==> src/common/cache_pkg.sv <==
package cache_pkg;

    // word and line geometry
    parameter int word_bits   = 16;
    parameter int line_words  = 4;
    parameter int offset_bits = 2;
    parameter int index_bits  = 1;
    parameter int tag_bits    = 13;
    parameter int set_count   = 1 << index_bits;

    typedef logic [word_bits-1:0] word_t;

    // word 0 sits in the low bits of the line
    typedef logic [line_words*word_bits-1:0] line_t;

    // cpu address split: tag | index | block offset
    typedef struct packed {
        logic [tag_bits-1:0]    tag;
        logic [index_bits-1:0]  index;
        logic [offset_bits-1:0] offset;
    } cpu_addr_t;

    // one tag entry per way and set
    typedef struct packed {
        logic                valid;
        logic                dirty;
        logic                recent;
        logic [tag_bits-1:0] tag;
    } tag_entry_t;

    typedef struct packed {
        logic  read;
        logic  write;
        word_t addr;
        word_t wdata;
    } cpu_req_t;

    // addr is always line aligned
    typedef struct packed {
        logic  read;
        logic  write;
        word_t addr;
        line_t wline;
    } mem_req_t;

    typedef enum logic [1:0] {
        check,
        allocate,
        write_back
    } ctrl_state_t;

endpackage

==> src/cache/cache_ctrl.sv <==
`timescale 1ns/1ps

module cache_ctrl import cache_pkg::*; (
    input  logic                  clk,
    input  logic                  reset_n,
    input  logic                  cpu_valid,
    input  cpu_req_t              cpu_req,
    output logic                  cpu_done,
    output word_t                 cpu_rdata,
    output mem_req_t              mem_req,
    input  line_t                 mem_rline,
    input  logic                  mem_ready,
    input  logic                  mem_ack,
    input  tag_entry_t            tag_rd0,
    input  tag_entry_t            tag_rd1,
    input  line_t                 line_rd0,
    input  line_t                 line_rd1,
    input  logic                  hit,
    input  logic                  hit_way,
    input  logic                  victim_way,
    input  tag_entry_t            touch0,
    input  tag_entry_t            touch1,
    input  word_t                 sel_word,
    input  line_t                 merged_line,
    output line_t                 merge_src,
    output logic [index_bits-1:0] index,
    output logic                  tag_we0,
    output logic                  tag_we1,
    output logic                  data_we0,
    output logic                  data_we1,
    output tag_entry_t            tag_wr0,
    output tag_entry_t            tag_wr1,
    output line_t                 line_wr
);

    ctrl_state_t state_q;
    ctrl_state_t state_d;
    mem_req_t    mem_req_q;
    mem_req_t    mem_req_d;
    logic        victim_q;
    logic        victim_d;

    cpu_addr_t   req_addr;
    logic        req_active;
    tag_entry_t  victim_tag;
    line_t       victim_line;
    word_t       fill_addr;
    word_t       victim_addr;
    tag_entry_t  fill_entry;

    assign req_addr   = cpu_req.addr;
    assign index      = req_addr.index;
    assign req_active = cpu_valid && (cpu_req.read || cpu_req.write);

    assign victim_tag  = victim_way ? tag_rd1 : tag_rd0;
    assign victim_line = victim_way ? line_rd1 : line_rd0;

    // line addresses for the refill and for the evicted line
    assign fill_addr   = {req_addr.tag, req_addr.index, {offset_bits{1'b0}}};
    assign victim_addr = {victim_tag.tag, req_addr.index, {offset_bits{1'b0}}};

    // the merge works on the hit line, or on the refill while allocating
    assign merge_src = (state_q == allocate) ? mem_rline : (hit_way ? line_rd1 : line_rd0);

    // hits answer in the cycle the request is seen
    assign cpu_done  = (state_q == check) && req_active && hit;
    assign cpu_rdata = sel_word;
    assign mem_req   = mem_req_q;

    // new entry for the victim way after a refill
    always_comb begin
        fill_entry        = '0;
        fill_entry.valid  = 1'b1;
        fill_entry.dirty  = cpu_req.write;
        fill_entry.recent = 1'b1;
        fill_entry.tag    = req_addr.tag;
    end

    // array write control
    always_comb begin
        tag_we0  = 1'b0;
        tag_we1  = 1'b0;
        data_we0 = 1'b0;
        data_we1 = 1'b0;
        tag_wr0  = touch0;
        tag_wr1  = touch1;
        line_wr  = merged_line;

        case (state_q)
            check: begin
                if (req_active && hit) begin
                    // recent bits move to the hit way on every hit
                    tag_we0 = 1'b1;
                    tag_we1 = 1'b1;
                    if (cpu_req.write) begin
                        if (hit_way) begin
                            tag_wr1.dirty = 1'b1;
                            data_we1      = 1'b1;
                        end else begin
                            tag_wr0.dirty = 1'b1;
                            data_we0      = 1'b1;
                        end
                    end
                end
            end
            allocate: begin
                if (mem_ready) begin
                    tag_we0 = 1'b1;
                    tag_we1 = 1'b1;
                    line_wr = cpu_req.write ? merged_line : mem_rline;
                    // the other way keeps its entry with recent cleared
                    if (victim_q) begin
                        tag_wr1  = fill_entry;
                        data_we1 = 1'b1;
                    end else begin
                        tag_wr0  = fill_entry;
                        data_we0 = 1'b1;
                    end
                end
            end
            default: begin
            end
        endcase
    end

    // next state and memory request
    always_comb begin
        state_d   = state_q;
        mem_req_d = mem_req_q;
        victim_d  = victim_q;

        case (state_q)
            check: begin
                if (req_active && !hit) begin
                    victim_d = victim_way;
                    if (victim_tag.valid && victim_tag.dirty) begin
                        mem_req_d.write = 1'b1;
                        mem_req_d.addr  = victim_addr;
                        mem_req_d.wline = victim_line;
                        state_d         = write_back;
                    end else begin
                        mem_req_d.read = 1'b1;
                        mem_req_d.addr = fill_addr;
                        state_d        = allocate;
                    end
                end
            end
            write_back: begin
                // victim is out, go fetch the requested line
                if (mem_ack) begin
                    mem_req_d.write = 1'b0;
                    mem_req_d.read  = 1'b1;
                    mem_req_d.addr  = fill_addr;
                    state_d         = allocate;
                end
            end
            allocate: begin
                // refill lands in the arrays, then check again
                if (mem_ready) begin
                    mem_req_d.read = 1'b0;
                    state_d        = check;
                end
            end
            default: begin
                state_d = check;
            end
        endcase
    end

    always_ff @(posedge clk) begin
        if (!reset_n) begin
            state_q         <= check;
            mem_req_q.read  <= 1'b0;
            mem_req_q.write <= 1'b0;
        end else begin
            state_q   <= state_d;
            mem_req_q <= mem_req_d;
        end
    end

    always_ff @(posedge clk) begin
        victim_q <= victim_d;
    end

endmodule

==> src/cache/cache_top.sv <==
`timescale 1ns/1ps

module cache_top import cache_pkg::*; #(
    parameter int  set_count = cache_pkg::set_count,
    parameter type tag_t     = tag_entry_t,
    parameter type data_t    = line_t
) (
    input  logic     clk,
    input  logic     reset_n,
    input  logic     cpu_valid,
    input  cpu_req_t cpu_req,
    output logic     cpu_done,
    output word_t    cpu_rdata,
    output mem_req_t mem_req,
    input  line_t    mem_rline,
    input  logic     mem_ready,
    input  logic     mem_ack
);

    // array read side
    tag_t  tag_rd0;
    tag_t  tag_rd1;
    data_t line_rd0;
    data_t line_rd1;

    // array write side
    logic [index_bits-1:0] index;
    logic                  tag_we0;
    logic                  tag_we1;
    logic                  data_we0;
    logic                  data_we1;
    tag_t                  tag_wr0;
    tag_t                  tag_wr1;
    data_t                 line_wr;

    // lookup and merge results
    logic       hit;
    logic       hit_way;
    logic       victim_way;
    tag_t       touch0;
    tag_t       touch1;
    word_t      sel_word;
    data_t      merge_src;
    data_t      merged_line;

    cache_ctrl u_cache_ctrl (
        .clk         (clk),
        .reset_n     (reset_n),
        .cpu_valid   (cpu_valid),
        .cpu_req     (cpu_req),
        .cpu_done    (cpu_done),
        .cpu_rdata   (cpu_rdata),
        .mem_req     (mem_req),
        .mem_rline   (mem_rline),
        .mem_ready   (mem_ready),
        .mem_ack     (mem_ack),
        .tag_rd0     (tag_rd0),
        .tag_rd1     (tag_rd1),
        .line_rd0    (line_rd0),
        .line_rd1    (line_rd1),
        .hit         (hit),
        .hit_way     (hit_way),
        .victim_way  (victim_way),
        .touch0      (touch0),
        .touch1      (touch1),
        .sel_word    (sel_word),
        .merged_line (merged_line),
        .merge_src   (merge_src),
        .index       (index),
        .tag_we0     (tag_we0),
        .tag_we1     (tag_we1),
        .data_we0    (data_we0),
        .data_we1    (data_we1),
        .tag_wr0     (tag_wr0),
        .tag_wr1     (tag_wr1),
        .line_wr     (line_wr)
    );

    way_select u_way_select (
        .req_addr   (cpu_req.addr),
        .tag_rd0    (tag_rd0),
        .tag_rd1    (tag_rd1),
        .hit        (hit),
        .hit_way    (hit_way),
        .victim_way (victim_way),
        .touch0     (touch0),
        .touch1     (touch1)
    );

    line_merge u_line_merge (
        .line_in  (merge_src),
        .offset   (cpu_req.addr[offset_bits-1:0]),
        .word_in  (cpu_req.wdata),
        .word_out (sel_word),
        .line_out (merged_line)
    );

    way_array #(.entry_t(tag_t), .depth(set_count)) u_tag_way0 (
        .clk     (clk),
        .reset_n (reset_n),
        .index   (index),
        .we      (tag_we0),
        .wdata   (tag_wr0),
        .rdata   (tag_rd0)
    );

    way_array #(.entry_t(tag_t), .depth(set_count)) u_tag_way1 (
        .clk     (clk),
        .reset_n (reset_n),
        .index   (index),
        .we      (tag_we1),
        .wdata   (tag_wr1),
        .rdata   (tag_rd1)
    );

    // both data ways share the line write bus
    way_array #(.entry_t(data_t), .depth(set_count)) u_data_way0 (
        .clk     (clk),
        .reset_n (reset_n),
        .index   (index),
        .we      (data_we0),
        .wdata   (line_wr),
        .rdata   (line_rd0)
    );

    way_array #(.entry_t(data_t), .depth(set_count)) u_data_way1 (
        .clk     (clk),
        .reset_n (reset_n),
        .index   (index),
        .we      (data_we1),
        .wdata   (line_wr),
        .rdata   (line_rd1)
    );

endmodule

==> src/logic/line_merge.sv <==
`timescale 1ns/1ps

module line_merge import cache_pkg::*; (
    input  line_t                  line_in,
    input  logic [offset_bits-1:0] offset,
    input  word_t                  word_in,
    output word_t                  word_out,
    output line_t                  line_out
);

    // line viewed as words, word 0 in the low bits
    word_t [line_words-1:0] words;
    word_t [line_words-1:0] merged;

    assign words = line_in;

    assign word_out = words[offset];

    always_comb begin
        merged         = words;
        merged[offset] = word_in;
    end

    assign line_out = merged;

endmodule

==> src/logic/way_array.sv <==
`timescale 1ns/1ps

module way_array import cache_pkg::*; #(
    parameter type entry_t = line_t,
    parameter int  depth   = set_count
) (
    input  logic                  clk,
    input  logic                  reset_n,
    input  logic [index_bits-1:0] index,
    input  logic                  we,
    input  entry_t                wdata,
    output entry_t                rdata
);

    entry_t mem [depth];

    // read is combinational so hits resolve in the request cycle
    assign rdata = mem[index];

    always_ff @(posedge clk) begin
        if (!reset_n) begin
            // every entry starts out invalid and clean
            for (int i = 0; i < depth; i++) begin
                mem[i] <= '0;
            end
        end else if (we) begin
            mem[index] <= wdata;
        end
    end

endmodule

==> src/logic/way_select.sv <==
`timescale 1ns/1ps

module way_select import cache_pkg::*; (
    input  word_t      req_addr,
    input  tag_entry_t tag_rd0,
    input  tag_entry_t tag_rd1,
    output logic       hit,
    output logic       hit_way,
    output logic       victim_way,
    output tag_entry_t touch0,
    output tag_entry_t touch1
);

    cpu_addr_t addr;
    logic      hit0;
    logic      hit1;
    logic      chosen;

    assign addr = req_addr;

    assign hit0 = tag_rd0.valid && (tag_rd0.tag == addr.tag);
    assign hit1 = tag_rd1.valid && (tag_rd1.tag == addr.tag);

    assign hit     = hit0 || hit1;
    assign hit_way = hit1 && !hit0;

    // way 0 goes first unless it was the last one used
    assign victim_way = tag_rd0.recent;

    // way that gets touched: the hit way, otherwise the one being refilled
    assign chosen = hit ? hit_way : victim_way;

    always_comb begin
        touch0        = tag_rd0;
        touch1        = tag_rd1;
        touch0.recent = !chosen;
        touch1.recent = chosen;
    end

endmodule

==> config.mk <==
export PLATFORM = sky130hd
export DESIGN_NAME = cache_top
export DESIGN_NICKNAME = d
export VERILOG_FILES = /design/src/common/cache_pkg.sv /design/src/cache/cache_ctrl.sv /design/src/cache/cache_top.sv /design/src/logic/line_merge.sv /design/src/logic/way_array.sv /design/src/logic/way_select.sv
export SDC_FILE = /design/constraint.sdc
export NUM_CORES = 1
export LEC_CHECK = 0
export BUFFER_PORTS_ARGS = -buffer_cell sky130_fd_sc_hd__buf_4
export CORE_MARGIN = 3
export CORE_UTILIZATION = 35
export CTS_BUF_LIST = sky130_fd_sc_hd__clkbuf_4 sky130_fd_sc_hd__clkbuf_8 sky130_fd_sc_hd__clkbuf_16
export CTS_CLUSTER_SIZE = 12
export DETAILED_ROUTE_END_ITERATION = 8
export PLACE_DENSITY_LB_ADDON = 0.1
export SLEW_MARGIN = 0
export SYNTH_ARGS = -nofsm -noshare
export SYNTH_HDL_FRONTEND = slang
export SYNTH_SLANG_ARGS = --single-unit
==> constraint.sdc <==
create_clock -name clk -period 5.8 [get_ports clk]
set_clock_uncertainty 0.2 [all_clocks]
set_input_delay 0.29 -clock clk [delete_from_list [all_inputs] [get_ports clk]]
set_output_delay 0.29 -clock clk [all_outputs]
set_load 0.005 [all_outputs]
==> impl_metrics.json, run 1 <==
{
  "run_status": "completed",
  "area_growth_syn_to_layout_pct": 19.6,
  "rr_startpoint": "u_tag_way0.mem[1][11]",
  "n_fill_cell": 5814,
  "drt-pass1-iter-count": 6,
  "share_of_cells_above_drive_strength_1_pct": 16.5,
  "holdBufCountCts": 35,
  "area_of_the_mapped_netlist_um2": 21600,
  "end_kind": "output port",
  "cts_max_path_buffers": 3,
  "remaining_drc_errors": 0,
  "antenna-diode-count": 0,
  "cts.sinks": 401,
  "nNetsFinal": 2311,
  "crit_fanout": 21,
  "final_wirelength_um": 82700,
  "arrival_ns": 4.62,
  "ctsRootBufferMaster": "clkbuf_16",
  "cts.htree.levels": 2,
  "clk_pin_slew_ns": 0.06,
  "worstPathRequired_ns": 5.31,
  "cts_made_buffers": 48,
  "cts_repair_resize_count": 0,
  "vias_per_cell": 6.15,
  "kind_of_cell_adding_the_most_delay_to_the_critical_path": "simple AND/OR/NAND/NOR gates",
  "timing.final.setup_violations": 0,
  "power_density_nw_per_um2": 306,
  "yosys_warnings": 0,
  "final_antenna_net_count": 0,
  "post_cts_buffers": 0,
  "io_buffer_count": 199,
  "slowest_delay_ns": 0.94,
  "count_of_pins_on_the_block_boundary": 202,
  "syn-mean-instance-area_um2": 10.6,
  "first_global_vias": 18100,
  "antenna_found_initial": 0,
  "via_count": 18600,
  "yosys-top-cells-area": "edfxtp_1 55%, nor4_1 7.8%, mux2i_1 5.1%",
  "tritoncts_clock_tree": "done",
  "die-area_um2": 64900,
  "postSynth.topFlopCell": "edfxtp_1",
  "r2r.worst_path.cells": 9,
  "rr_endpoint": "u_data_way0.mem[1][13]",
  "clk_latency_ns": 0.61,
  "post-synth-top-count-cell": "edfxtp_1",
  "worst-setup-path-type": "reg -> out",
  "cp.buffers_inverters": 3,
  "ys_ff_latch": 401,
  "synthDominantAreaCellType": "edfxtp_1",
  "path_cells": "mux2i_1, xnor2_1, a2111oi_1, nand4_1, buf_12, buf_4, nand4_1, a31oi_1, nor4_1, buf_4",
  "tightestPinTransition_ns": 1.12,
  "gp_congestion": 0.836,
  "asyncSetResetFlopFracSynth_pct": 0,
  "rsz0062_at_grt": "no",
  "hold_class": "in -> reg",
  "min_path_cells": 3,
  "hold_path.startpoint": "mem_rline[35]",
  "fp-row-count": 90,
  "half_perimeter_wire_length_of_the_detailed_placement_result_um": 50800,
  "irDropWorstVdd_mv": 0.223,
  "final_setup_tns_ns": 0,
  "worst_path_slowest_cell": "nand4_1",
  "synth_edf_count": 397,
  "die_height_um": 255,
  "starting_density_pct": 35.6,
  "grt_overflow": 0,
  "timing.critical_path.from_type": "flop",
  "layout_worst_path_cycle_share_pct": 88.0,
  "syn_inst": 2051,
  "drv_slew": 0,
  "sequential_cell_area_fraction_in_the_yosys_report_pct": 55.4,
  "drt_iter0_markers": 1763,
  "power.leakage_nw": 8.97,
  "grt_max_degree": 70,
  "finalWorstPathRequiredPeriod_ns": 5.11,
  "synth_cell_types": 48,
  "floorplan.core_area_um2": 60800,
  "route.detailed.wl_per_inst_um": 27.3,
  "r2r_slack_ns": 1.34,
  "fmax_mhz": 196,
  "synthTopCellsByCount": "397 x edfxtp_1, 271 x nor4_1, 187 x nor3_1",
  "design_power_total_mw": 7.93,
  "worst_hold_path.endpoint": "u_data_way1.mem[0][35]",
  "timing.slew.headroom_pct": 25.0,
  "grt_use_total_pct": 24.9,
  "grt_pass1_wl_um": 119000,
  "max_cap_violations": 0,
  "report.final.hold_viol_count": 0,
  "die_x_um": 255,
  "post-synth-top-area-fraction_pct": 55.1
}
-- worst max path at each step --
stage | start | to | slack [ns] | cells past startpoint
global placement | cpu_req[18] | cpu_rdata[4] | 0.99 | 10
CTS | u_tag_way0.mem[1][11] | cpu_rdata[7] | 0.74 | 10
global route | u_tag_way0.mem[1][11] | cpu_rdata[7] | 0.48 | 10
finish | u_tag_way0.mem[1][11] | cpu_rdata[7] | 0.69 | 10
floorplan | cpu_req[18] | u_cache_ctrl.mem_req[0] | 1.64 | 11
detailed placement | cpu_req[18] | cpu_rdata[7] | 0.97 | 11
-- registers in the layout, indices dropped and copies added (netlist names) --
register               count
u_data_way0.mem          128
u_tag_way1.mem            30
u_cache_ctrl.mem_req      80
u_cache_ctrl.victim_q      1
u_cache_ctrl.state_q       2
u_data_way1.mem          128
u_tag_way0.mem            32
-- stage by stage --
step | cell area, um2 | worst slack (ns) | std cells | util, % | hold slack, ns
2_1_floorplan | 21600 | 1.64 | 2052 | - | 0.204
3_3_place_gp | 24000 | 0.988 | 2901 | 39.4 | 0.261
3_5_place_dp | 24000 | 0.967 | 2901 | 39.4 | 0.260
4_1_cts | 25900 | 0.743 | 3026 | 42.6 | 0.000682
5_1_grt | 25900 | 0.478 | 3026 | 42.6 | 0.0214
6_report | 25900 | 0.695 | 3026 | 42.6 | 0.0142
-- per-layer routing --
metal	up-vias	GRT usage, %	share of wire, %
met3	171	4.63	7.3
met1	9177	33.1	42
met4	0	9.55	3.8
met2	872	40.4	47
li1	8399	-	-
met5	-	0	0
-- cell type report --
| type | instances | area (um2) | area share (%) |
|---|---|---|---|
| repair buffers | 281 | 2340 | 9.05 |
| flip-flops and latches | 401 | 12000 | 46.4 |
| clock inverters | 27 | 226 | 0.875 |
| clock buffers | 63 | 1350 | 5.22 |
| well taps | 782 | 978 | 3.78 |
| inverters | 9 | 36.3 | 0.140 |
| multi-input cells | 1463 | 8950 | 34.6 |
-- power by group --
| part | total, mW | leakage, nW | switching, mW | internal, mW |
|---|---|---|---|---|
| Sequential | 3.40 | 4.05 | 0.0513 | 3.34 |
| Combinational | 1.48 | 4.13 | 1.01 | 0.470 |
| Clock | 3.05 | 0.793 | 1.24 | 1.81 |
-- placed cells by master, fill, tap and decap left out, types with 24 or more instances in the layout --
| cell | count |
|---|---|
| and2_1 | 58 |
| dlygate4sd3_1 | 35 |
| nor2_1 | 99 |
| nor3_1 | 186 |
| nand2b_1 | 65 |
| edfxtp_1 | 397 |
| nor4_1 | 271 |
| clkbuf_16 | 49 |
| a21oi_1 | 125 |
| mux2i_1 | 110 |
| nor2b_1 | 60 |
| o21ai_1 | 36 |
| a31oi_1 | 112 |
| buf_4 | 234 |
| nand2_1 | 121 |
| xnor2_1 | 24 |
| nand4_1 | 61 |
-- logic make-up (layout without fill, tap and decap cells) --
logic type	after synthesis	in the layout	synth area share, %
muxes	116	116	5.39
and+or+nand+nor	952	952	23.9
AOI/OAI and AO/OA	365	365	10.3
adders and majority gates	4	4	0.231
DFF	401	401	55.4
buffers and inverters	188	380	3.72
xor gates and xnor gates	24	24	0.971
other	1	2	0.0173
-- tightest hold or removal path, delay by kind of cell --
family / cells / cell delay, ns
AND/OR/NAND/NOR: 2 / 0.29
buffers and inverters: 1 / 0.09
No activity file was read; power rests on OpenSTA's default activity.
==> run 2, diff against run 1 <==
--- a/config.mk
+++ b/config.mk
@@ -7,8 +7,9 @@
 export LEC_CHECK = 0
 export BUFFER_PORTS_ARGS = -buffer_cell sky130_fd_sc_hd__buf_4
 export CORE_MARGIN = 3
-export CORE_UTILIZATION = 35
+export CORE_UTILIZATION = 60
 export CTS_BUF_LIST = sky130_fd_sc_hd__clkbuf_4 sky130_fd_sc_hd__clkbuf_8 sky130_fd_sc_hd__clkbuf_16
+export CTS_CLUSTER_DIAMETER = 150
 export CTS_CLUSTER_SIZE = 12
 export DETAILED_ROUTE_END_ITERATION = 8
 export PLACE_DENSITY_LB_ADDON = 0.1
==> run 2 against run 1 <==
Effect of this change:
- power fell by 8.2%
- sequential share of layout area up 2.1 points
- combinational power barely moved
- die area fell by 41%
- maximum frequency grew 1.0%
- register-to-register slack worse by 0.05 ns
- global-route usage increased by 13 points
- clock power shrank 20%
- sequential power barely moved
- cell count decreased by 13%
- largest power group unchanged
==> impl_metrics.json, run 2 (synthesized netlist as in run 1, its figures left out) <==
{
  "run_status": "completed",
  "mostFrequentLayoutCell": "edfxtp_1",
  "grt_overflow": 0,
  "arrival_ns": 4.56,
  "design_power_total_mw": 7.28,
  "fin_area_um2": 24700,
  "antenna-diode-count": 0,
  "timing.slew.headroom_pct": 21.4,
  "rr_endpoint": "u_data_way1.mem[0][49]",
  "holdBufCountCts": 18,
  "post-route-util_pct": 70.6,
  "fp-row-count": 68,
  "max_cap_violations": 0,
  "power_density_nw_per_um2": 294,
  "half_perimeter_wire_length_of_the_detailed_placement_result_um": 43900,
  "via_count": 19100,
  "r2r.worst_path.cells": 8,
  "crit_fanout": 67,
  "whs_ns": 0.0504,
  "drt-pass1-iter-count": 6,
  "finalWorstSetupSlack_ns": 0.747,
  "io_buffer_count": 199,
  "rr_startpoint": "u_tag_way0.mem[1][1]",
  "worstPathRequired_ns": 5.31,
  "clk_pin_slew_ns": 0.07,
  "starting_density_pct": 61.7,
  "count_of_pins_on_the_block_boundary": 202,
  "min_path_cells": 3,
  "nNetsFinal": 2277,
  "rsz0062_at_grt": "no",
  "timing.critical_path.from_type": "input port",
  "final_wirelength_um": 74100,
  "post_cts_buffers": 0,
  "most-common-layout-cells": "397 x edfxtp_1, 271 x nor4_1, 230 x buf_4, 186 x nor3_1, 125 x a21oi_1",
  "placed_cell_area_um2": 23400,
  "layout_worst_path_cycle_share_pct": 87.1,
  "cts_repair_resize_count": 0,
  "fmax_mhz": 198,
  "post-place-cells": 2565,
  "die_height_um": 196,
  "clk_latency_ns": 0.56,
  "cts.htree.levels": 2,
  "timing.final.setup_violations": 0,
  "vias_per_cell": 7.25,
  "power.leakage_nw": 8.62,
  "worst-setup-path-type": "in -> out",
  "finalWorstPathRequiredPeriod_ns": 5.05,
  "gp_congestion": 0.914,
  "irDropWorstVdd_mv": 0.235,
  "floorplan.core_area_um2": 35100,
  "share_of_cells_above_drive_strength_1_pct": 15.6,
  "route.detailed.wl_per_inst_um": 28.1,
  "final_antenna_net_count": 0,
  "die_x_um": 196,
  "grt_pass1_wl_um": 111000,
  "post-place-ws_ns": 0.949,
  "first_global_vias": 18900,
  "drt_iter0_markers": 2614,
  "cts_max_path_buffers": 3,
  "tritoncts_clock_tree": "done",
  "area_growth_syn_to_layout_pct": 14.3,
  "ctsRootBufferMaster": "clkbuf_16",
  "n_fill_cell": 2585,
  "worst_hold_path.endpoint": "u_data_way1.mem[0][58]",
  "instances_no_fill": 2641,
  "final_setup_tns_ns": 0,
  "report.final.hold_viol_count": 0,
  "end_kind": "output port",
  "remaining_drc_errors": 0,
  "drv_slew": 0,
  "grt_max_degree": 91,
  "r2r_slack_ns": 1.29,
  "cts.sinks": 401,
  "die-area_um2": 38400,
  "cts_made_buffers": 39,
  "grt_use_total_pct": 37.5,
  "antenna_found_initial": 0,
  "hold_path.startpoint": "mem_rline[58]",
  "tightestPinTransition_ns": 1.18,
  "hold_class": "in -> reg"
}
-- run 2: power breakdown --
part | switching, mW | total, mW | internal, mW
clock network | 1.08 | 2.43 | 1.35
logic | 0.986 | 1.45 | 0.460
registers | 0.0566 | 3.40 | 3.34
total | 2.12 | 7.28 | 5.16
-- run 2: cell type report --
type	instances	area (um2)	area share [%]
flip-flops and latches	401	12000	48.5
multi-input cells	1463	8930	36.1
repair buffers	256	2050	8.29
clock buffers	56	1140	4.60
well taps	455	569	2.30
inverters	9	36.3	0.147
clock inverters	1	8.76	0.0354
-- run 2: worst max-delay path by stage --
stage,startpoint,end,depth (start not counted)
floorplan,cpu_req[18],u_cache_ctrl.mem_req[0],11
global placement,cpu_req[18],cpu_rdata[10],10
detailed placement,cpu_req[18],cpu_rdata[10],10
CTS,u_tag_way0.mem[1][1],cpu_rdata[10],9
global route,cpu_req[18],cpu_rdata[10],10
finish,cpu_req[18],cpu_rdata[10],10
-- run 2: per-layer routing --
metal / wire length [um] / vias to the layer above / track usage (%)
met3: 10200 / 270 / 9.65
li1: - / 8278 / -
met1: 26200 / 9105 / 49.1
met2: 33700 / 1494 / 58.4
met5: 0 / - / 0
met4: 4010 / 0 / 18.7
-- run 2: critical path, stage by stage --
cell and delay [ns]:
clkbuf_8 0.49, mux2i_1 0.37, xnor2_1 0.10, nor4_1 0.60
and4_2 1.10, buf_4 0.45, nor4_1 0.10, or4_1 0.45
a211oi_2 0.36, buf_4 0.19
